File: src/dbg_pkg.sv
`default_nettype none

package dbg_pkg;

    localparam int WORD_W       = 32;
    localparam int BYTE_W       = 8;
    localparam int IMEM_ADDR_W  = 8;
    localparam int IMEM_DEPTH   = 256;
    localparam int CLKS_PER_BIT = 16;                   // baud divider
    localparam int BAUD_CNT_W   = $clog2(CLKS_PER_BIT);

    typedef logic [WORD_W-1:0]      word_t;
    typedef logic [BYTE_W-1:0]      byte_t;
    typedef logic [IMEM_ADDR_W-1:0] imem_addr_t;

    // host commands, first character in the top byte
    localparam word_t CMD_CHARGE = {8'h00, "chm"};
    localparam word_t CMD_CONT   = {8'h00, "com"};
    localparam word_t CMD_STEP   = {8'h00, "stm"};
    localparam word_t CMD_NEXT   = "nxst";
    localparam word_t CMD_CANCEL = "clst";
    localparam word_t END_INSTR  = 32'hFFFF_FFFF;      // closes a load, never stored

    typedef logic [63:0]  if_id_t;
    typedef logic [138:0] id_ex_t;
    typedef logic [75:0]  ex_mem_t;
    typedef logic [70:0]  mem_wb_t;

    typedef struct packed {
        if_id_t  if_id;     // sent first
        id_ex_t  id_ex;
        ex_mem_t ex_mem;
        mem_wb_t mem_wb;
    } pipe_latches_t;

    // 350 latch bits padded with zeros on top to a whole number of bytes
    localparam int DUMP_BYTES = 44;
    typedef logic [DUMP_BYTES*BYTE_W-1:0] dump_frame_t;

    typedef enum logic [2:0] {
        GEN_IDLE,
        LOAD_WAIT,
        LOAD_WRITE,
        RUN_CONT,
        STEP_WAIT,
        STEP_DECODE,
        STEP_EXEC,
        DUMP
    } dbg_state_t;

    typedef struct packed {
        logic       en;
        imem_addr_t addr;
        word_t      data;
    } imem_wr_t;

endpackage

`default_nettype wire

File: src/word_assembler.sv
`default_nettype none

module word_assembler
    import dbg_pkg::*;
(
    input  wire   i_clk,
    input  wire   i_reset,
    input  wire   byte_t i_byte,
    input  wire   i_byte_valid,
    output word_t o_word,
    output logic  o_word_valid
);

    logic [1:0] byte_cnt;   // wraps after the fourth byte

    always_ff @(posedge i_clk) begin
        if (i_reset) begin
            byte_cnt     <= '0;
            o_word_valid <= 1'b0;
        end else begin
            o_word_valid <= 1'b0;
            if (i_byte_valid) begin
                // earlier bytes move up, so the first one ends in the top byte
                o_word   <= {o_word[WORD_W-BYTE_W-1:0], i_byte};
                byte_cnt <= byte_cnt + 1'b1;
                if (byte_cnt == 2'd3) o_word_valid <= 1'b1;
            end
        end
    end

endmodule

`default_nettype wire

File: config.mk
export PLATFORM = sky130hd
export DESIGN_NAME = word_assembler
export DESIGN_NICKNAME = d
export VERILOG_FILES = /design/src/dbg_pkg.sv /design/src/word_assembler.sv
export SDC_FILE = /design/constraint.sdc
export NUM_CORES = 1
export LEC_CHECK = 0
export BUFFER_PORTS_ARGS = -buffer_cell sky130_fd_sc_hd__buf_4
export CORE_MARGIN = 2
export CORE_UTILIZATION = 45
export CTS_CLUSTER_SIZE = 10
export DETAILED_ROUTE_END_ITERATION = 6
export PLACE_DENSITY_LB_ADDON = 0.15
export SYNTH_ARGS = -nofsm -noshare
export SYNTH_HDL_FRONTEND = slang
export SYNTH_SLANG_ARGS = --single-unit
export TNS_END_PERCENT = 10
File: constraint.sdc
create_clock -name i_clk -period 2.3 [get_ports i_clk]
set_input_delay 0.46 -clock i_clk [delete_from_list [all_inputs] [get_ports i_clk]]
set_output_delay 0.46 -clock i_clk [all_outputs]
set_load 0.005 [all_outputs]
==> summary.md <==
| Metric | Value |
|---|---|
| Crit path cell chain | `buf_4` |
| Cell at the slowest stage of the critical path | `edfxtp_1` |
| Outcome | `complete, no violations` |
| Vias in the first global route | `450` |
| Die H | `53.0 µm` |
| Cells after Synth | `42` |
| Clock Path Buffers | `2` |
| Post_cts resized | `0` |
| Clock latency on the worst-skew pair | `0.31 ns` |
| Crit path arrival time | `0.87 ns` |
| TritonRoute pass-1 iters | `3` |
| Largest net degree at the start of global routing | `18` |
| Peak Freq | `749 MHz` |
| Total GRT Usage | `10.4%` |
| Layout cell share with drive strength beyond 1 | `56.4%` |
| Die W | `53.0 µm` |
| I/O Buffers | `43` |
| Core ar. | `0.00223 mm²` |
| Cts bufs inserted | `5` |
| Final wirelength | `1.37 mm` |
| Syn Nets | `54` |
| Critical path type | `flop to output pin` |
| Worst path max stage delay | `0.42 ns` |
| Family with the most delay on the worst path | `flip-flops` |
| Slew headroom | `67.1%` |
| Max-Cap Viols | `0` |
| DR vias/cell | `4.37` |
| Clock slew at reported path FFs | `0.09 ns` |
| Final period util | `58.0%` |
| Warnings, synthesis | `0` |
| First-pass GRT wire length | `1.95 mm` |
| TNS Setup | `0 ns` |
| Number of flops mapped to enable cells by yosys | `32` |
| Main synth FF type | `edfxtp_1` |
| CTS tree | `yes` |
| Hold buffer count at CTS | `0` |
| GPL Wtd Cong | `0.675` |
| Die area | `0.00281 mm²` |
| Per-cell routed wire length | `11.2 µm` |
| CP bufs+invs | `1` |
| Final setup viols | `0` |
| Starting density of the core | `48.3%` |
| Root Buffer | `clkbuf_4` |
| Slew Viols, Final | `0` |
| Post-synth top area cell | `edfxtp_1` |
| Remaining DRCs | `0` |
| H-tree Lvls | `2` |
| Initial antenna violation count | `0` |
| Startpoint types | `flop` |
| Synth Area per Inst | `25.7 µm²` |
| Final #Nets | `105` |
| Area share of the largest cell type after synthesis | `89.0%` |
| Yosys reg bits | `35` |
| Setup Fix Bufs, Post-CTS | `0` |
| Crit path required time | `1.84 ns` |
| Count leader, synth | `edfxtp_1` |
| Final Hold Viols | `0` |
| Antenna Violating Nets Remaining | `0` |
| CP Max Fanout | `2` |
| Leakage dissipation | `0.621 nW` |
| Post-synth cell types | `8` |
| Antenna Cells | `0` |
| Mapped Area | `0.00108 mm²` |
| Synth cell count leaders | `edfxtp_1 (32), dfxtp_1 (3), nor2_1 (2)` |
| DR vias | `533` |
| Power Dens Cells | `800 mW/mm²` |
| Area contributors post-synth | `edfxtp_1 (89%), dfxtp_1 (5.6%), nor2b_4 (1.3%)` |
| Slew @ Worst Pin | `0.493 ns` |
| Max rail drop VDD | `0.577 mV` |
| Synthesis-to-layout area growth | `43.0%` |
| Sequential area share after synthesis | `94.6%` |
| Worst Hold Class | `input port to flop` |
| Fraction of registers with async set or reset after synthesis | `0%` |
| Clock Sinks | `35` |
| Grt ovf | `0` |
| Core Rows | `17` |
| Worst hold slack | `0.321 ns` |
| Initial DRC Count | `12` |
| Min Tclk post-route | `1.33 ns` |
| Clock Skews | `0.00868 ns` |
| Critical Path Sink Type | `output pin` |
| IO Count | `44` |
| RSZ-0062 raised after global routing | `false` |
where the power goes:
part	internal [mW]	switching (mW)	total [mW]
clock network	0.257	0.174	0.431
logic	0.0436	0.0265	0.0702
registers	0.723	0.0118	0.735
stage by stage:
| step | cells | instance area (µm²) | power, mW | utilization, % | setup WS [ns] |
|---|---|---|---|---|---|
| global placement | 114 | 1460 | 0.819 | 65.3 | 0.787 |
| detailed placement | 114 | 1460 | 0.821 | 65.3 | 0.772 |
| floorplan | 42 | 1080 | 0.766 | - | 0.907 |
| finish | 122 | 1540 | 1.24 | 69.1 | 0.966 |
| global route | 122 | 1540 | 1.29 | 69.1 | 0.908 |
| CTS | 122 | 1540 | 1.25 | 69.1 | 0.929 |
layout by cell type (no fill, tap or decap), drive strengths merged:
master	count
ha	1
dfxtp	3
nor2b	1
xnor2	1
buf	44
clkbuf	6
clkinv	1
bufinv	1
nor2	2
edfxtp	32
mux2i	1
and2	1
worst paths after layout:
| kind | from | end | slack [ns] | cells past startpoint |
|---|---|---|---|---|
| hold / removal | i_byte[2] | o_word[2] | 0.32 | 1 |
| setup reg to reg | byte_cnt[0] | byte_cnt[1] | 1.40 | 3 |
| hold reg to reg | o_word[23] | o_word[31] | 0.45 | 0 |
| setup / recovery | o_word[12] | o_word[12] | 0.97 | 1 |
state kept, by name, summed over array words and instances (netlist names):
signal and count:
o_word 32, byte_cnt 2, o_word_valid 1
kinds of logic (layout without fill, tap and decap cells):
kind of cell	count (synthesis)	count (layout)	share of synthesized area, %
flops	35	35	94.6
simple gates	4	4	2.55
fa+ha+maj	1	1	1.16
xor+xnor	1	1	0.811
mux	1	1	0.927
buf+inv	0	52	0
cell type report:
class | instances | area (µm²)
Clock buffer | 6 | 51.3
Clock inverter | 2 | 35.0
Fill cell | 157 | 689
Multi-Input combinational cell | 7 | 58.8
Sequential cell | 35 | 1020
Tap cell | 28 | 35.0
Timing Repair Buffer | 44 | 343
routing by layer:
layer  part of all wire, %  vias to the layer above  wire length [µm]  global-route usage [%]
met5                     0                        -                 0                       0
met4                  0.59                        0                 8                    6.41
met3                   9.6                        2               131                    4.24
met2                    53                       28               718                    16.0
met1                    37                      238               507                    12.1
li1                      -                      265                 -                       -
No activity file was read; power rests on OpenSTA's default activity.
