**config.mk**
```make
export PLATFORM = sky130hd
export DESIGN_NAME = uart_tx
export DESIGN_NICKNAME = d
export VERILOG_FILES = /design/src/dbg_pkg.sv /design/src/uart_tx.sv
export SDC_FILE = /design/constraint.sdc
export NUM_CORES = 1
export LEC_CHECK = 0
export ABC_AREA = 0
export BUFFER_PORTS_ARGS = -buffer_cell sky130_fd_sc_hd__buf_2
export CAP_MARGIN = 0
export CORE_MARGIN = 5
export CORE_UTILIZATION = 48
export DETAILED_ROUTE_END_ITERATION = 7
export PLACE_DENSITY = 0.81
export SLEW_MARGIN = 25
export SYNTH_ARGS = -nofsm -noshare
export SYNTH_HDL_FRONTEND = slang
export SYNTH_SLANG_ARGS = --single-unit
```
**constraint.sdc**
```tcl
create_clock -name i_clk -period 1.8 [get_ports i_clk]
set_input_delay 0.09 -clock i_clk [delete_from_list [all_inputs] [get_ports i_clk]]
set_output_delay 0.09 -clock i_clk [all_outputs]
set_load 0.02 [all_outputs]
```
**src/dbg_pkg.sv**
```systemverilog
`default_nettype none

package dbg_pkg;

    localparam int WORD_W       = 32;
    localparam int BYTE_W       = 8;
    localparam int IMEM_ADDR_W  = 8;
    localparam int IMEM_DEPTH   = 256;
    localparam int CLKS_PER_BIT = 16;                   // baud divider
    localparam int BAUD_CNT_W   = $clog2(CLKS_PER_BIT);

    typedef logic [WORD_W-1:0]      word_t;
    typedef logic [BYTE_W-1:0]      byte_t;
    typedef logic [IMEM_ADDR_W-1:0] imem_addr_t;

    // host commands, first character in the top byte
    localparam word_t CMD_CHARGE = {8'h00, "chm"};
    localparam word_t CMD_CONT   = {8'h00, "com"};
    localparam word_t CMD_STEP   = {8'h00, "stm"};
    localparam word_t CMD_NEXT   = "nxst";
    localparam word_t CMD_CANCEL = "clst";
    localparam word_t END_INSTR  = 32'hFFFF_FFFF;      // closes a load, never stored

    typedef logic [63:0]  if_id_t;
    typedef logic [138:0] id_ex_t;
    typedef logic [75:0]  ex_mem_t;
    typedef logic [70:0]  mem_wb_t;

    typedef struct packed {
        if_id_t  if_id;     // sent first
        id_ex_t  id_ex;
        ex_mem_t ex_mem;
        mem_wb_t mem_wb;
    } pipe_latches_t;

    // 350 latch bits padded with zeros on top to a whole number of bytes
    localparam int DUMP_BYTES = 44;
    typedef logic [DUMP_BYTES*BYTE_W-1:0] dump_frame_t;

    typedef enum logic [2:0] {
        GEN_IDLE,
        LOAD_WAIT,
        LOAD_WRITE,
        RUN_CONT,
        STEP_WAIT,
        STEP_DECODE,
        STEP_EXEC,
        DUMP
    } dbg_state_t;

    typedef struct packed {
        logic       en;
        imem_addr_t addr;
        word_t      data;
    } imem_wr_t;

endpackage

`default_nettype wire

```
**src/uart_tx.sv**
```systemverilog
`default_nettype none

module uart_tx
    import dbg_pkg::*;
(
    input  wire   i_clk,
    input  wire   i_reset,
    input  wire   byte_t i_byte,
    input  wire   i_send,
    output logic  o_tx,
    output logic  o_busy
);

    logic [BAUD_CNT_W-1:0] baud_cnt;
    logic [3:0]            bit_cnt;     // 0 start, 1..8 data, 9 stop
    byte_t                 shreg;

    always_ff @(posedge i_clk) begin
        if (i_reset) begin
            o_tx     <= 1'b1;
            o_busy   <= 1'b0;
            baud_cnt <= '0;
            bit_cnt  <= '0;
        end else if (!o_busy) begin
            baud_cnt <= '0;
            bit_cnt  <= '0;
            if (i_send) begin
                o_busy <= 1'b1;
                o_tx   <= 1'b0;     // start bit
                shreg  <= i_byte;
            end
        end else if (baud_cnt == BAUD_CNT_W'(CLKS_PER_BIT - 1)) begin
            baud_cnt <= '0;
            bit_cnt  <= bit_cnt + 1'b1;
            if (bit_cnt == 4'd9) begin
                o_busy <= 1'b0;     // end of stop bit
                o_tx   <= 1'b1;
            end else if (bit_cnt == 4'd8) begin
                o_tx <= 1'b1;
            end else begin
                o_tx  <= shreg[0];
                shreg <= shreg >> 1;
            end
        end else begin
            baud_cnt <= baud_cnt + 1'b1;
        end
    end

    // sender has to wait out the whole frame
    a_no_send_busy: assert property (@(posedge i_clk) disable iff (i_reset)
        i_send |-> !o_busy);

endmodule

`default_nettype wire

```
==> impl_metrics.yaml <==
job:
  drv_cap: 0
worst_setup_path:
  start_kind: "register"
  crit_family: "flip-flops"
  cp-end-kind: "register"
  r2r_slack_ns: 0.29
  slowest_stage: "dfxtp_1"
  crit_required_ns: 1.81
  cp.arrival_ns: 1.52
  path_class: "reg2reg"
  crit_chain: "inv_1, ha_1, nor2_1, o21ai_0, a21oi_2, buf_4"
  crit_buf_inv: 2
  crit_path_max_fanout: 8
  critical-path-max-stage-delay_ns: 0.39
grt:
  overflow: 0
  antenna_found_initial: 0
  grt_max_degree: 15
  grt_usage_pct: 12.96
  grt_pass1_wl_mm: 2.497
  grt_pass1_vias: 587
timing:
  post-route-min-period_ns: 1.509
  setup_violations: 0
  fin_crit_sh_pct: 83.85
  final_max_slew_viol_count: 0
  tightestPinTransition_ns: 0.2522
  tns_ns: 0
  clock.fmax_mhz: 662.6
  hold_viol: 0
  fin_skew_ns: 0.004285
  rsz0062_at_grt: "false"
  relSlewSlack_pct: 83.18
routing:
  drt-initial-drc-count: 4
  first_pass_iters: 4
  wire_per_inst_um: 13.29
  dr_total_vias: 582
  drt-total-wl_mm: 1.422
  ant_nets: 0
  avgViaCountPerCell: 5.439
  drcViolationCount: 0
logic_synthesis:
  ys_ff_latch: 18
  yosysWarnings: 0
  seq_area_frac_synth_pct: 53.25
  synthCells: 71
  async_reset_ff_share_pct: 0
  syn_area_um2: 827.0
  ys_types: 26
  synth-edff-count: 8
  syn_nets: 86
  syn_area_per_cell_um2: 11.65
  synth_ff_type: "dfxtp_1"
floorplanning:
  initial_core_util_pct: 48.96
  dieArea_mm2: 0.002653
  io_pins: 13
  rows: 15
  core_area_mm2: 0.001689
  die_w_um: 51.51
  die_y_um: 51.51
finish:
  final_util_pct: 57.19
  drive_gt1_share_pct: 35.56
  n_antenna_cell: 0
  nets: 106
  final-seq-area_um2: 440.4
  final_cell_mix: "12 x buf_2, 10 x dfxtp_1, 8 x edfxtp_1"
  fin_area_um2: 965.9
  syn_to_final_growth_pct: 16.79
  multiInputGateArea_um2: 369.1
  final_common_cell: "buf_2"
  n_fill_cell: 143
run_status:
  status: "finished, final reports clean"
cts:
  worstSkewPairLatency_ns: 0.29
  path_clk_slew_ns: 0.10
  htreeDepth: 1
  root_buffer: "clkbuf_4"
  cts_buffers: 3
  cts_buffer_depth: 2
  tritoncts: "yes"
  cts.sinks: 18
  ctsHoldBuffers: 0
power_and_ir_drop:
  comb_power_share_pct: 8.8
  vdd_ir_drop_max_mv: 0.5353
  p_seq_share_pct: 62.9
  power_switching_mw: 0.1548
  cellPowerDensity_mw_per_mm2: 735.3
  netSwitchingFraction_pct: 21.79
  clockPowerShare_pct: 28.3
  p_leak_nw: 0.3713
  internal-power_mw: 0.5555
placed_design:
  port_buffers: 12
  hpwlAfterDp_mm: 1.052
  gp_congestion: 0.8021
  placedInstanceArea_um2: 932.1
min_path:
  hold_path_class: "in2reg"
[registers in the layout (all words and copies together), names as in the netlist]
register  count
o_tx          1
bit_cnt       4
o_busy        1
shreg         8
baud_cnt      4
[area by class of cell]
class                      count  share of cell area, %
multi-input combinational     48                  38.21
clock inverter                 1                 0.3886
tap                           17                  2.202
sequential                    18                  45.60
inverter                       3                  1.166
timing repair buffer          17                  10.10
clock buffer                   3                  2.332
[worst register-to-register path, delay by kind of cell, from the launching register on]
kind            cells  cell delay, ns
buf+inv             2            0.26
simple gates        1            0.14
fa+ha+maj           1            0.20
flops               1            0.39
compound gates      2            0.23
[what timing repair did]
item / in CTS / in global routing
gates resized for setup: 0 / 0
buffers inserted: 0 / 1
endpoints found under the setup margin: 0 / 8
[power groups by stage]
stage / Clock, mW / Combinational (mW) / Sequential [mW]
2_1_floorplan: 0 / 0.0335 / 0.460
3_3_place_gp: 0 / 0.0593 / 0.456
3_5_place_dp: 0 / 0.0609 / 0.456
4_1_cts: 0.213 / 0.0610 / 0.447
5_1_grt: 0.222 / 0.0705 / 0.448
6_report: 0.201 / 0.0624 / 0.447
[routing by layer]
metal	global-route usage, %	routed length (um)	vias to the layer above
met3	5.444	72	2
met2	20.13	721	13
li1	-	-	294
met4	6.550	25	0
met1	15.25	602	273
met5	0	0	-
[worst paths after layout]
path / to / from / cells after the start
worst max-delay path: shreg[4] / bit_cnt[0] / 6
worst min-delay path: o_busy / i_reset / 2
worst max register to register: shreg[4] / bit_cnt[0] / 6
worst min register to register: baud_cnt[0] / baud_cnt[0] / 1
[cell families (layout without fill, tap and decap cells)]
kind of cell	count (synthesis)	after routing	share of synthesized area (%)
DFF	18	18	53.25
adders and majority gates	4	4	6.052
buffers and inverters	5	24	2.571
muxes	8	8	10.74
xor gates and xnor gates	3	3	3.178
AOI/OAI and AO/OA	11	11	7.868
and+or+nand+nor	22	22	16.34
[stage by stage]
step           cells  hold WS [ns]  setup slack, ns  power (mW)
2_1_floorplan     71        0.1621           0.1543      0.4934
3_3_place_gp     102        0.3258           0.2076      0.5154
3_5_place_dp     102        0.3271           0.1055      0.5170
4_1_cts          106      0.005181           0.1030      0.7205
5_1_grt          107       0.01786           0.1680      0.7408
6_report         107       0.01501           0.2908      0.7102
[synth_stat cells (2+ instances only)]
cell type,instances,area [um2]
a21oi_1,4,20.02
nand2b_1,3,18.77
nor2b_1,3,18.77
ha_1,4,50.05
o21ai_0,4,20.02
inv_1,3,11.26
mux2_2,7,78.83
dfxtp_1,10,200.2
xnor2_1,2,17.52
nand4_1,2,12.51
nor2_1,7,26.28
edfxtp_1,8,240.2
Power figures use the tool's default switching activity.
