### config.mk
export PLATFORM = sky130hd
export DESIGN_NAME = debug_unit
export DESIGN_NICKNAME = d
export VERILOG_FILES = /design/src/dbg_pkg.sv /design/src/debug_unit.sv
export SDC_FILE = /design/constraint.sdc
export NUM_CORES = 1
export LEC_CHECK = 0
export BUFFER_PORTS_ARGS = -buffer_cell sky130_fd_sc_hd__buf_4
export CAP_MARGIN = 40
export CORE_UTILIZATION = 45
export CTS_BUF_LIST = sky130_fd_sc_hd__clkbuf_16
export DETAILED_ROUTE_END_ITERATION = 10
export PLACE_DENSITY_LB_ADDON = 0.3
export SLEW_MARGIN = 25
export SYNTH_ARGS = -nofsm -noshare
export SYNTH_HDL_FRONTEND = slang
export SYNTH_SLANG_ARGS = --single-unit
### constraint.sdc
create_clock -name i_clk -period 3.1 [get_ports i_clk]
set_input_delay 0.155 -clock i_clk [delete_from_list [all_inputs] [get_ports i_clk]]
set_output_delay 0.155 -clock i_clk [all_outputs]
set_load 0.005 [all_outputs]
### src/dbg_pkg.sv
`default_nettype none

package dbg_pkg;

    localparam int WORD_W       = 32;
    localparam int BYTE_W       = 8;
    localparam int IMEM_ADDR_W  = 8;
    localparam int IMEM_DEPTH   = 256;
    localparam int CLKS_PER_BIT = 16;                   // baud divider
    localparam int BAUD_CNT_W   = $clog2(CLKS_PER_BIT);

    typedef logic [WORD_W-1:0]      word_t;
    typedef logic [BYTE_W-1:0]      byte_t;
    typedef logic [IMEM_ADDR_W-1:0] imem_addr_t;

    // host commands, first character in the top byte
    localparam word_t CMD_CHARGE = {8'h00, "chm"};
    localparam word_t CMD_CONT   = {8'h00, "com"};
    localparam word_t CMD_STEP   = {8'h00, "stm"};
    localparam word_t CMD_NEXT   = "nxst";
    localparam word_t CMD_CANCEL = "clst";
    localparam word_t END_INSTR  = 32'hFFFF_FFFF;      // closes a load, never stored

    typedef logic [63:0]  if_id_t;
    typedef logic [138:0] id_ex_t;
    typedef logic [75:0]  ex_mem_t;
    typedef logic [70:0]  mem_wb_t;

    typedef struct packed {
        if_id_t  if_id;     // sent first
        id_ex_t  id_ex;
        ex_mem_t ex_mem;
        mem_wb_t mem_wb;
    } pipe_latches_t;

    // 350 latch bits padded with zeros on top to a whole number of bytes
    localparam int DUMP_BYTES = 44;
    typedef logic [DUMP_BYTES*BYTE_W-1:0] dump_frame_t;

    typedef enum logic [2:0] {
        GEN_IDLE,
        LOAD_WAIT,
        LOAD_WRITE,
        RUN_CONT,
        STEP_WAIT,
        STEP_DECODE,
        STEP_EXEC,
        DUMP
    } dbg_state_t;

    typedef struct packed {
        logic       en;
        imem_addr_t addr;
        word_t      data;
    } imem_wr_t;

endpackage

`default_nettype wire

### src/debug_unit.sv
`default_nettype none

module debug_unit
    import dbg_pkg::*;
(
    input  wire      i_clk,
    input  wire      i_reset,
    input  wire      word_t i_data,
    input  wire      i_data_ready,
    input  wire      i_program_end,
    input  wire      i_dump_done,
    output imem_wr_t o_imem_wr,
    output logic     o_dump_start,
    output logic     o_halt,
    output logic     o_pipe_reset
);

    dbg_state_t state;
    logic       loaded;         // a complete program is in imem
    logic       step_session;   // dump ends go back to STEP_WAIT
    imem_addr_t load_addr;
    word_t      cmd_q;          // step command waiting for decode

    always_ff @(posedge i_clk) begin
        if (i_reset) begin
            state        <= GEN_IDLE;
            loaded       <= 1'b0;
            step_session <= 1'b0;
            load_addr    <= '0;
            o_imem_wr.en <= 1'b0;
            o_dump_start <= 1'b0;
            o_halt       <= 1'b1;       // pipeline frozen until a run
            o_pipe_reset <= 1'b0;
        end else begin
            // pulses last one cycle only
            o_imem_wr.en <= 1'b0;
            o_dump_start <= 1'b0;
            o_pipe_reset <= 1'b0;

            case (state)
                GEN_IDLE: begin
                    o_halt <= 1'b1;
                    if (i_data_ready) begin
                        if (i_data == CMD_CHARGE) begin
                            loaded    <= 1'b0;   // old program is being overwritten
                            load_addr <= '0;
                            state     <= LOAD_WAIT;
                        end else if (i_data == CMD_CONT && loaded) begin
                            state <= RUN_CONT;
                        end else if (i_data == CMD_STEP && loaded) begin
                            step_session <= 1'b1;
                            state        <= STEP_WAIT;
                        end
                    end
                end

                LOAD_WAIT: begin
                    if (i_data_ready) begin
                        if (i_data == END_INSTR) begin
                            loaded       <= 1'b1;
                            o_pipe_reset <= 1'b1;   // pc back to 0 for the new program
                            state        <= GEN_IDLE;
                        end else begin
                            o_imem_wr.en   <= 1'b1;
                            o_imem_wr.addr <= load_addr;
                            o_imem_wr.data <= i_data;
                            load_addr      <= load_addr + 1'b1;
                            state          <= LOAD_WRITE;
                        end
                    end
                end

                LOAD_WRITE: state <= LOAD_WAIT;     // write enable drops here

                RUN_CONT: begin
                    if (i_program_end) begin
                        o_halt       <= 1'b1;
                        o_dump_start <= 1'b1;
                        state        <= DUMP;
                    end else begin
                        o_halt <= 1'b0;
                    end
                end

                STEP_WAIT: begin
                    if (i_data_ready) begin
                        cmd_q <= i_data;
                        state <= STEP_DECODE;
                    end
                end

                STEP_DECODE: begin
                    if (cmd_q == CMD_NEXT) begin
                        o_halt <= 1'b0;     // lets exactly one clock edge through
                        state  <= STEP_EXEC;
                    end else if (cmd_q == CMD_CANCEL) begin
                        o_pipe_reset <= 1'b1;
                        step_session <= 1'b0;
                        state        <= GEN_IDLE;
                    end else begin
                        state <= STEP_WAIT;     // keep waiting past an unknown word
                    end
                end

                STEP_EXEC: begin
                    o_halt       <= 1'b1;
                    o_dump_start <= 1'b1;   // latches now hold the stepped values
                    state        <= DUMP;
                end

                DUMP: begin
                    if (i_dump_done) begin
                        if (!step_session || i_program_end) begin
                            o_pipe_reset <= 1'b1;
                            step_session <= 1'b0;
                            state        <= GEN_IDLE;
                        end else begin
                            state <= STEP_WAIT;
                        end
                    end
                end

                default: state <= GEN_IDLE;
            endcase
        end
    end

    // the pipeline may only advance in a run or in one step cycle
    a_halt_low_states: assert property (@(posedge i_clk) disable iff (i_reset)
        !o_halt |-> (state == RUN_CONT || state == STEP_EXEC));

    a_wr_only_in_load: assert property (@(posedge i_clk) disable iff (i_reset)
        o_imem_wr.en |-> (state == LOAD_WRITE));

endmodule

`default_nettype wire

==> flow_summary.yaml <==
global_routing:
  grt_antenna_before_repair: 0
  grt_max_degree: 33
  grt_pass1_vias: 2427
  grt-ovfl-total: 0
  grt_use_total_pct: 19.5
  grt_pass1_wl_um: 12200
clock_tree:
  cts_resized: 0
  cts_root_buf: "clkbuf_16"
  htreeDepth: 3
  clock_path_buffers: 2
  cts.reportedPaths.clkPinSlew_ps: 70
  cts_tree: "done"
  cts_buffers: 9
  clock-sinks: 89
  insertion_delay_ps: 340
drt:
  vias_per_cell: 5.62
  drtIter0Drc: 214
  dr.pass1.iters: 6
  post_drt_wl_per_cell_um: 17.3
  drt-total-wl_um: 7610
  drc: 0
  ant_nets: 0
  vias: 2466
power_and_ir_drop:
  p_leak_nw: 1.63
  vdd_drop_max_uv: 405
  p_per_area_nw_per_um2: 544
sta:
  setup_violations: 0
  worst_slew_margin_rel_pct: 55.4
  worst_slew_pin_slew_ps: 669
  slew_viol_final: 0
  finalSetupTns_ps: 0
  rsz0062_at_grt: "no"
  fin_skew_ps: 10.1
  hold_viol_final: 0
  min_period_over_period_pct: 83.9
  period_minus_slack_ps: 2600
  fmax_mhz: 384
floorplan:
  dieArea_um2: 8190
  fp.coreArea_um2: 7410
  die_w_um: 90.5
  rows: 31
  boundaryPins: 81
  start_util_pct: 47.6
  fp.dieH_um: 90.5
critical_path:
  critical_path_class: "reg2reg"
  crit_arrival_ps: 2650
  critPathMaxFanout: 26
  start_kind: "register"
  required_ps: 3150
  r2r-start: "state[0]"
  worst_setup_path_end_kind: "register"
  crit_start: "state[0]"
  worstRegToRegCells: 4
logic_synthesis:
  synth-main-ff-cell: "edfxtp_1"
  async_flop_share_pct: 0
  synth.avg_cell_area_um2: 14.6
  ys_seq_area_share_pct: 71.0
  synth_edf_count: 72
  synth.area.top_cells: "edfxtp_1, dfxtp_1, nand2_1"
  ys_seq_elements: 89
  ys_warn_count: 0
  synth_top_area_cell: "edfxtp_1"
  yosys.area.top_type_share_pct: 61.4
  syn_nets: 280
  yosysUniqueCellTypes: 57
  synth.cell_area_um2: 3520
  syn_inst: 242
min_path:
  worstHoldPathType: "in2reg"
  min_path_cells: 1
  worstHoldStart: "i_data[22]"
finish:
  nets: 373
  final_util_pct: 62.3
  area_delta_synth_final_pct: 30.9
  drive_gt1_share_pct: 33.8
  finalInstanceArea_um2: 4610
  antenna_cells: 0
outcome:
  status: "completed"
placed_design:
  dpl_cell_area_um2: 4250
  place.gp.congestion: 0.855
  port_buffers: 80
  hpwl_um: 5310
flow_run:
  cap_violations: 0
state kept, by name, indices dropped and copies added, names as in the netlist:
name	cells
cmd_q	32
load_addr	8
loaded	1
o_dump_start	1
o_halt	1
o_imem_wr	41
o_pipe_reset	1
state	3
step_session	1
critical path, cell delays in order (launching register included):
cell and delay, ps:
dfxtp_1 630, nand3_1 320, a31oi_1 380, and3_2 690, buf_4 290
layout make-up:
class | instances | area (um2)
multi-input cells | 142 | 975
flip-flops and latches | 89 | 2500
repair buffers | 88 | 671
clock inverters | 7 | 95.1
clock buffers | 9 | 225
inverters | 5 | 20.0
well taps | 99 | 124
fillers | 556 | 2800
layer usage:
metal  GRT usage (%)  vias to the layer above  part of all wire [%]
met5               0                        -                     0
met4            7.12                        0                   1.4
met3            6.06                       12                   6.6
met2            31.1                      111                    48
met1            24.9                     1173                    44
li1                -                     1170                     -
cell usage in the layout, fill, tap and decap left out, types with 7 or more instances in the layout:
master     count
clkbuf_16      9
nand3_1        9
dfxtp_1       17
nand2_1       20
buf_4         84
mux2i_1        7
nand4_1       10
edfxtp_1      72
nor4_1         7
report_power, final:
group / total (mW) / leakage (nW) / switching [mW] / internal [mW]
sequential: 1.29 / 0.781 / 0.0000000000325 / 1.29
combinational: 0.0847 / 0.688 / 0.0434 / 0.0412
clock: 1.14 / 0.158 / 0.485 / 0.651
total: 2.51 / 1.63 / 0.528 / 1.98
final timing paths:
path                                      end  slack, ps
worst max register to register   o_imem_wr[7]        500
worst min register to register  o_imem_wr[39]        460
worst max-delay path             o_imem_wr[7]        500
worst min-delay path            o_imem_wr[22]         10
Yosys cell counts (all sizes together) (2+ instances only):
cell / count
a211oi: 8
a21oi: 6
a221oi: 2
and2: 2
and3: 6
and4: 4
and4b: 2
buf: 4
clkbuf: 2
clkinv: 2
dfxtp: 17
edfxtp: 72
inv: 3
mux2i: 7
nand2: 20
nand2b: 6
nand3: 10
nand4: 10
nor2: 5
nor3: 3
nor4: 8
nor4b: 3
nor4bb: 2
o21ai: 8
o22ai: 2
o32ai: 2
or3: 3
or3b: 3
or4: 6
per-stage QoR:
step	power (mW)	setup slack, ps	instances	hold WS [ps]
global route	2.57	307	439	0.770
finish	2.51	498	439	12.9
CTS	2.53	537	438	0.223
global placement	1.39	730	418	352
floorplan	1.33	734	242	233
detailed placement	1.39	562	419	353
cell families after synthesis:
logic type                 Yosys count  share of synthesized area, %
and+or+nand+nor                     97                          17.3
DFF                                 89                          71.0
AOI/OAI and AO/OA                   37                          7.71
buffers and inverters               11                          1.67
muxes                                7                          1.99
adders and majority gates            1                         0.355
timing repair:
action,CTS,global route
hold buffers,3,1
endpoints found under the hold margin,6,2
setup buffers,0,0
(Power assumes the default switching activity.)
