`config.mk`:
```
export PLATFORM = sky130hd
export DESIGN_NAME = uart_rx
export DESIGN_NICKNAME = d
export VERILOG_FILES = /design/src/dbg_pkg.sv /design/src/uart_rx.sv
export SDC_FILE = /design/constraint.sdc
export NUM_CORES = 1
export LEC_CHECK = 0
export BUFFER_PORTS_ARGS = -buffer_cell sky130_fd_sc_hd__clkbuf_2
export CAP_MARGIN = 20
export CORE_MARGIN = 1
export CORE_UTILIZATION = 40
export CTS_CLUSTER_DIAMETER = 80
export CTS_CLUSTER_SIZE = 24
export DETAILED_ROUTE_END_ITERATION = 10
export MAX_ROUTING_LAYER = met4
export PLACE_DENSITY = 0.59
export SETUP_SLACK_MARGIN = 0.05
export SYNTH_ARGS = -nofsm -noshare
export SYNTH_HDL_FRONTEND = slang
export SYNTH_SLANG_ARGS = --single-unit
```
`constraint.sdc`:
```
create_clock -name i_clk -period 3.1 [get_ports i_clk]
set_input_delay 0.62 -clock i_clk [delete_from_list [all_inputs] [get_ports i_clk]]
set_output_delay 0.62 -clock i_clk [all_outputs]
set_load 0.03 [all_outputs]
```
`src/dbg_pkg.sv`:
```
`default_nettype none

package dbg_pkg;

    localparam int WORD_W       = 32;
    localparam int BYTE_W       = 8;
    localparam int IMEM_ADDR_W  = 8;
    localparam int IMEM_DEPTH   = 256;
    localparam int CLKS_PER_BIT = 16;                   // baud divider
    localparam int BAUD_CNT_W   = $clog2(CLKS_PER_BIT);

    typedef logic [WORD_W-1:0]      word_t;
    typedef logic [BYTE_W-1:0]      byte_t;
    typedef logic [IMEM_ADDR_W-1:0] imem_addr_t;

    // host commands, first character in the top byte
    localparam word_t CMD_CHARGE = {8'h00, "chm"};
    localparam word_t CMD_CONT   = {8'h00, "com"};
    localparam word_t CMD_STEP   = {8'h00, "stm"};
    localparam word_t CMD_NEXT   = "nxst";
    localparam word_t CMD_CANCEL = "clst";
    localparam word_t END_INSTR  = 32'hFFFF_FFFF;      // closes a load, never stored

    typedef logic [63:0]  if_id_t;
    typedef logic [138:0] id_ex_t;
    typedef logic [75:0]  ex_mem_t;
    typedef logic [70:0]  mem_wb_t;

    typedef struct packed {
        if_id_t  if_id;     // sent first
        id_ex_t  id_ex;
        ex_mem_t ex_mem;
        mem_wb_t mem_wb;
    } pipe_latches_t;

    // 350 latch bits padded with zeros on top to a whole number of bytes
    localparam int DUMP_BYTES = 44;
    typedef logic [DUMP_BYTES*BYTE_W-1:0] dump_frame_t;

    typedef enum logic [2:0] {
        GEN_IDLE,
        LOAD_WAIT,
        LOAD_WRITE,
        RUN_CONT,
        STEP_WAIT,
        STEP_DECODE,
        STEP_EXEC,
        DUMP
    } dbg_state_t;

    typedef struct packed {
        logic       en;
        imem_addr_t addr;
        word_t      data;
    } imem_wr_t;

endpackage

`default_nettype wire

```
`src/uart_rx.sv`:
```
`default_nettype none

module uart_rx
    import dbg_pkg::*;
(
    input  wire   i_clk,
    input  wire   i_reset,
    input  wire   i_rx,
    output byte_t o_byte,
    output logic  o_byte_valid
);

    typedef enum logic [1:0] {RX_IDLE, RX_START, RX_DATA, RX_STOP} rx_state_t;

    rx_state_t             state;
    logic [1:0]            rx_sync;     // line comes from outside the clock domain
    logic                  rx_s;
    logic [BAUD_CNT_W-1:0] baud_cnt;
    logic [2:0]            bit_idx;
    byte_t                 shreg;

    assign rx_s   = rx_sync[1];
    assign o_byte = shreg;

    always_ff @(posedge i_clk) begin
        if (i_reset) begin
            state        <= RX_IDLE;
            rx_sync      <= 2'b11;
            baud_cnt     <= '0;
            bit_idx      <= '0;
            o_byte_valid <= 1'b0;
        end else begin
            rx_sync      <= {rx_sync[0], i_rx};
            o_byte_valid <= 1'b0;
            case (state)
                RX_IDLE: begin
                    baud_cnt <= '0;
                    if (!rx_s) state <= RX_START;   // falling edge of start bit
                end
                RX_START: begin
                    if (baud_cnt == BAUD_CNT_W'(CLKS_PER_BIT/2 - 1)) begin
                        baud_cnt <= '0;
                        bit_idx  <= '0;
                        // a start bit that went high again was a glitch
                        state    <= rx_s ? RX_IDLE : RX_DATA;
                    end else begin
                        baud_cnt <= baud_cnt + 1'b1;
                    end
                end
                RX_DATA: begin
                    if (baud_cnt == BAUD_CNT_W'(CLKS_PER_BIT - 1)) begin
                        baud_cnt <= '0;
                        shreg    <= {rx_s, shreg[BYTE_W-1:1]};     // lsb arrives first
                        bit_idx  <= bit_idx + 1'b1;
                        if (bit_idx == 3'd7) state <= RX_STOP;
                    end else begin
                        baud_cnt <= baud_cnt + 1'b1;
                    end
                end
                RX_STOP: begin
                    if (baud_cnt == BAUD_CNT_W'(CLKS_PER_BIT - 1)) begin
                        baud_cnt     <= '0;
                        o_byte_valid <= rx_s;   // bad stop bit drops the byte
                        state        <= RX_IDLE;
                    end else begin
                        baud_cnt <= baud_cnt + 1'b1;
                    end
                end
                default: state <= RX_IDLE;
            endcase
        end
    end

    // a strobe per frame, frames are far longer than a cycle
    a_single_strobe: assert property (@(posedge i_clk) disable iff (i_reset)
        o_byte_valid |=> !o_byte_valid);

endmodule

`default_nettype wire

```
==> impl_results.md, run 1 <==
- Outcome: finished, final reports clean
- Final setup violating endpoints: 0
- Postcts setup bufs: 0
- Crit path to: o_byte[3]
- Total track usage: a little over an eighth
- Worst Tran Pin Value: ~0.40 ns
- Boundary Pins: 12
- Vias per cell: roughly 5.0
- FMAX: between 0.6 and 0.7 GHz
- Total grt overflow: 0
- Number of H-tree levels: 1
- PostCTS Resize Cnt: 0
- Die W: 48.6 µm
- Clock power share: 29.5%
- Critical path origin: o_byte[3]
- Synth Flop Type: dfxtp_1
- Fin crit share: between 40% and 50%
- First-pass GRT wire length: around 2.4 mm
- CP required: approximately 2.5 ns
- Internal: between 300 and 400 µW
- Crit path arrival time: 0.91 ns
- Final GP Congestion: around 0.75
- Cell family with most CP delay: flip-flops
- First DRT Iteration DRCs: 6
- Crit path depth: 1
- Clock sinks: 20
- Slew margin rel.: 72.9%
- Clock buffer depth: 2
- Min-Delay Path Class: reg2reg
- Critical path startpoint category: flip-flop
- Cts bufs inserted: 3
- First drt pass iteration count: 4
- DR vias: between 500 and 600
- Initial Utilization: a little over two fifths
- Share of layout cells above drive strength 1: between 20% and 30%
- Clk pin slew, worst setup/hold paths: ~0.11 ns
- Inst Count DP: between 100 and 150
- R2r worst-path depth: 4
- Routed WL: between 1 and 1.5 mm
- Net Count, Synth: 80
- Critical-path cell list: clkbuf_2
- Setup Crit Path Kind: reg2out
- Reg-to-Reg Start: baud_cnt[0]
- Seq/Total Area, Yosys: approximately 55%
- NetSw: 82.7 µW
- Yosys warnings: 0
- Switching Fraction: slightly above 20%
- Syn avg cell area: ~12 µm²
- Worst setup EP type: output port
- Commonest cells after routing, fill and taps aside: 12 x dfxtp_1, 11 x clkbuf_2, 8 x edfxtp_1
- Async S/R FF share, synth: 0%
- Combinational share of power: under 10%
- Final Max Tran Viols: 0
- Dpl hpwl: around 970 µm
- Yosys reg bits: 20
- Most common cell after layout, fill and taps aside: dfxtp_1
- Clk_lat worst skew: 0.30 ns
- Hold Fails Final Rpt: 0
- CP peak stage delay: 0.41 ns
- CP max stage cell: edfxtp_1
- Seq pwr share: between 60% and 70%
- PwrDens: 429 nW/µm²
- Final clock skew: 0.0145 ns
- Initial antenna violation count: 0
- Max Cap Viol: 0
- Antenna viol nets, final: 0
- Per-cell routed wire length: around 12 µm
- CTS root buf: clkbuf_4
- CORE AREA: 2000 µm²
- Post-synth EDFFs: 8
- Die Y: roughly 49 µm
- Non-filler instance count after layout: about 110
- CTS tree: built
- Number of nets in the layout: between 90 and 100
- Mapped Cells: 74
- Layout area overhead: 9.96%
- FP Rows: 16
- Setup TNS: 0 ns
- Yosys cell types: 33
- Buf/Inv on CP: 1
- Leakage power figure: 0.000360 µW
- Synthesized area: 867 µm²
- Worst VDD drop: approximately 0.42 mV
- Reg2reg setup slack: 1.59 ns
- RSZ-0062 raised after global routing: no
- Inserted Diodes: 0
- PortBufs: 11
- Worst-path fanout max: 2
- Worst reg2reg path endpoint: o_byte[7]
- Tmin final: roughly 1.5 ns
- DRC: 0
- Die area: approximately 2400 µm²
- Vias in the first global route: around 530
- # hold bufs at CTS: 0
- Maximum number of pins on one net before global-route repair: 13
==> state kept, by name (all words and copies together), names as in the netlist, named ones only <==
signal	count
rx_sync	2
state	1
bit_idx	3
o_byte_valid	1
o_byte	8
baud_cnt	4
==> cell usage after synthesis, types with 2 or more instances <==
cell type	count	area, µm²
a21oi_1	5	25.0
buf_2	2	10.0
buf_6	2	22.5
dfxtp_1	12	240
edfxtp_1	8	240
ha_1	3	37.5
inv_1	5	18.8
mux2i_1	2	20.0
nand2_1	2	7.51
nand3_1	4	20.0
nor2_1	4	15.0
o21ai_0	3	15.0
or2_2	2	12.5
==> layer usage <==
| layer | routed length, µm | vias to the layer above | track usage [%] | part of all wire (%) |
|---|---|---|---|---|
| met3 | 28 | 2 | 4.72 | 2.0 |
| met5 | 0 | - | - | 0 |
| li1 | - | 294 | - | - |
| met1 | 680 | 263 | 16.8 | 49 |
| met2 | 674 | 6 | 22.1 | 48 |
| met4 | 8 | 0 | 2.94 | 0.58 |
==> worst min-delay path by stage <==
stage	end	cells after the start	slack [ns]	start
2_1_floorplan	rx_sync[1]	1	0.39	rx_sync[0]
3_3_place_gp	rx_sync[1]	1	0.41	rx_sync[0]
3_5_place_dp	rx_sync[1]	1	0.40	rx_sync[0]
4_1_cts	rx_sync[1]	1	0.42	rx_sync[0]
5_1_grt	rx_sync[1]	1	0.45	rx_sync[0]
6_report	rx_sync[1]	1	0.42	rx_sync[0]
==> power groups by stage <==
stage | logic [µW] | registers [µW] | clock network (µW)
2_1_floorplan | 8.87 | 282 | 0
3_3_place_gp | 11.6 | 282 | 0
3_5_place_dp | 11.6 | 282 | 0
4_1_cts | 11.9 | 276 | 128
5_1_grt | 12.6 | 277 | 137
6_report | 11.6 | 277 | 121
==> kinds of logic (layout without fill, tap and decap cells) <==
logic type / Yosys count / after routing / synth area share, %
DFF: 20 / 20 / 55.4
and+or+nand+nor: 20 / 20 / 13.6
AOI/OAI and AO/OA: 18 / 18 / 17.0
buffers and inverters: 10 / 21 / 6.35
adders and majority gates: 3 / 3 / 4.33
muxes: 2 / 2 / 2.31
xor gates and xnor gates: 1 / 1 / 1.01
==> through the flow <==
stage | total power, µW | instance area [µm²] | utilization (%) | hold slack (ns) | setup WS, ns
floorplan | 291 | 867 | - | 0.389 | 1.24
global placement | 294 | 927 | 46.3 | 0.408 | 1.58
detailed placement | 294 | 927 | 46.3 | 0.399 | 1.57
CTS | 416 | 953 | 47.6 | 0.423 | 1.56
global route | 426 | 953 | 47.6 | 0.449 | 1.47
finish | 409 | 953 | 47.6 | 0.420 | 1.57
==> layout make-up <==
| type | instances | area [µm²] |
|---|---|---|
| clock buffer | 3 | 22.5 |
| fill | 204 | 1050 |
| multi-input combinational | 44 | 332 |
| inverter | 5 | 18.8 |
| sequential | 20 | 480 |
| tap | 27 | 33.8 |
| clock inverter | 1 | 3.75 |
| timing repair buffer | 12 | 62.6 |
Note: power is estimated with default switching activity, not from simulation.
==> inputs of run 2 (changes only) <==
- PLACE_DENSITY: 0.59 -> 0.61
- clock period: 3.1 -> 1.35 ns (I/O delays scaled with it)
==> run 2 against run 1 <==
First-iteration DRC count increased by 33%. Critical path depth increased by 3. Die area unchanged. Non-clock buffer count increased by 11. Power increased to 2.9 times the previous value. Sequential cell count unchanged. Sequential share of layout area decreased by 7.3 points. Global-route usage increased by 2.8 points.
==> impl_results.md, run 2 (synthesis gave the netlist of run 1 again) <==
- Worst VDD drop: 0.609 mV (+45%)
- Initial antenna violation count: 0 (unchanged)
- CTS tree: built
- Total track usage: 16.5% (+2.8 points)
- Critical path startpoint category: flip-flop
- Number of nets in the layout: 103 (+12%)
- Max Cap Viol: 0 (unchanged)
- Final Max Tran Viols: 0 (unchanged)
- Final Hold Slack: 0.125 ns (-0.294 ns)
- Leakage power figure: 0.000431 µW (+20%)
- DR vias: 612 (+8.3%)
- PwrDens: 1050 nW/µm² (+140%)
- PortBufs: 11 (unchanged)
- Cell family with most CP delay: simple AND/OR/NAND/NOR gates
- Setup TNS: 0 ns (unchanged)
- Dpl hpwl: 1.16 mm (+20%)
- FP Rows: 16 (unchanged)
- Max reg flops: 8 (unchanged)
- Clock sinks: 20 (unchanged)
- Tot Pwr: 1180 µW (+190%)
- Maximum number of pins on one net before global-route repair: 13 (unchanged)
- Vias in the first global route: 627 (+19%)
- Buf/Inv on CP: 1 (unchanged)
- Layout area overhead: 29.7%
- Crit path arrival time: 1.39 ns (+0.48 ns)
- CORE AREA: 2000 µm² (unchanged)
- Clk pin slew, worst setup/hold paths: 0.12 ns (about the same)
- Final clock skew: 0.00129 ns (-0.0132 ns)
- RSZ-0062 raised after global routing: yes
- # hold bufs at CTS: 0 (unchanged)
- Fin crit share: approximately 99%
- Non-filler instance count after layout: 123 (+9.8%)
- Inst Count DP: 118 (+9.3%)
- Worst Tran Pin Value: 0.258 ns (-0.145 ns)
- Critical-path cell list: ha_4 > nand4_1 > nor3_4 > buf_12
- Hold path cells: 2 (+1)
- Clk_lat worst skew: 0.31 ns (about the same)
- Hold Fails Final Rpt: 0 (unchanged)
- Per-cell routed wire length: 13.5 µm (+8.7%)
- R2r worst-path depth: 4 (unchanged)
- DRC: 0 (unchanged)
- First-pass GRT wire length: 2.82 mm (+16%)
- Routed WL: 1.66 mm (+19%)
- Commonest cells after routing, fill and taps aside: 11 x clkbuf_2, 11 x buf_4, 9 x dfxtp_1
- Tmin final: between 1 and 1.5 ns
- Die Y: 48.6 µm (unchanged)
- Total grt overflow: 0 (unchanged)
- Slew margin rel.: 82.8% (+9.9 points)
- Inserted Diodes: 0 (unchanged)
- CTS root buf: clkbuf_4
- Worst-path fanout max: 8 (+6)
- Initial Utilization: 43.3% (unchanged)
- CP peak stage delay: 0.37 ns (-0.04 ns)
- Clock buffer depth: 2 (unchanged)
- Vias per cell: 4.98 (-1.4%)
- Cts bufs inserted: 3 (unchanged)
- Antenna viol nets, final: 0 (unchanged)
- Outcome: finished, final reports clean
- CP required: 1.40 ns (-1.08 ns)
- Crit path depth: 4 (+3)
- Final core utilization: 56.2% (+8.6 points)
- Die W: 48.6 µm (unchanged)
- Share of layout cells above drive strength 1: 45.8% (+19 points)
- FMAX: 0.749 GHz
- Final GP Congestion: 0.805 (+7.6%)
- Number of H-tree levels: 1 (unchanged)
- First DRT Iteration DRCs: 8 (+2)
- CP max stage cell: dfxtp_2
- Boundary Pins: 12 (unchanged)
- Setup Crit Path Kind: reg2reg
- Worst setup EP type: flip-flop
- First drt pass iteration count: 3 (-1)
- Min-Delay Path Class: in2reg
- Final setup violating endpoints: 0 (unchanged)
- Die area: 2360 µm² (unchanged)
## run 2: path summary, 6_finish.rpt
path,from,slack (ns),to
worst max-delay path,baud_cnt[1],0.01,o_byte[3]
worst min-delay path,i_rx,0.13,rx_sync[0]
worst max register to register,baud_cnt[1],0.01,o_byte[3]
worst min register to register,rx_sync[0],0.42,rx_sync[1]
## run 2: layout make-up
cell class	instances	area, µm²
Inverter	5	18.8
Sequential cell	20	484
Timing Repair Buffer	23	158
Clock buffer	3	22.5
Fill cell	177	877
Tap cell	27	33.8
Clock inverter	1	30.0
Multi-Input combinational cell	44	378
## run 2: worst reg2reg max path: stages, from the launching register on
cell	delay, ns
dfxtp_2	0.37
ha_4	0.16
nand4_1	0.19
nor3_4	0.21
buf_12	0.15
## run 2: report_power, final
group / leakage, µW / internal (µW) / switching (µW)
registers: 0.000170 / 629 / 7.65
logic: 0.000233 / 18.7 / 19.2
clock network: 0.0000279 / 300 / 202
## run 2: metal layers
layer	vias to the layer above	GRT usage [%]	wire length [µm]
met1	290	20.0	824
met5	-	-	0
met3	5	2.83	25
met2	7	25.6	768
li1	310	-	-
met4	0	10.3	43
## run 2: metrics by stage
step	worst slack (ns)	area, µm²
floorplan	-0.0190	893
global route	-0.0680	1120
CTS	-0.00973	1090
global placement	-0.0122	1040
detailed placement	-0.0629	1040
finish	0.0141	1120
## run 2: timing repair
action	4_1_cts	5_1_grt
endpoints found under the hold margin	0	0
setup endpoints to repair	9	16
gates cloned	0	0
gates resized for setup	0	6
buffers inserted	0	1
pin swaps	1	0
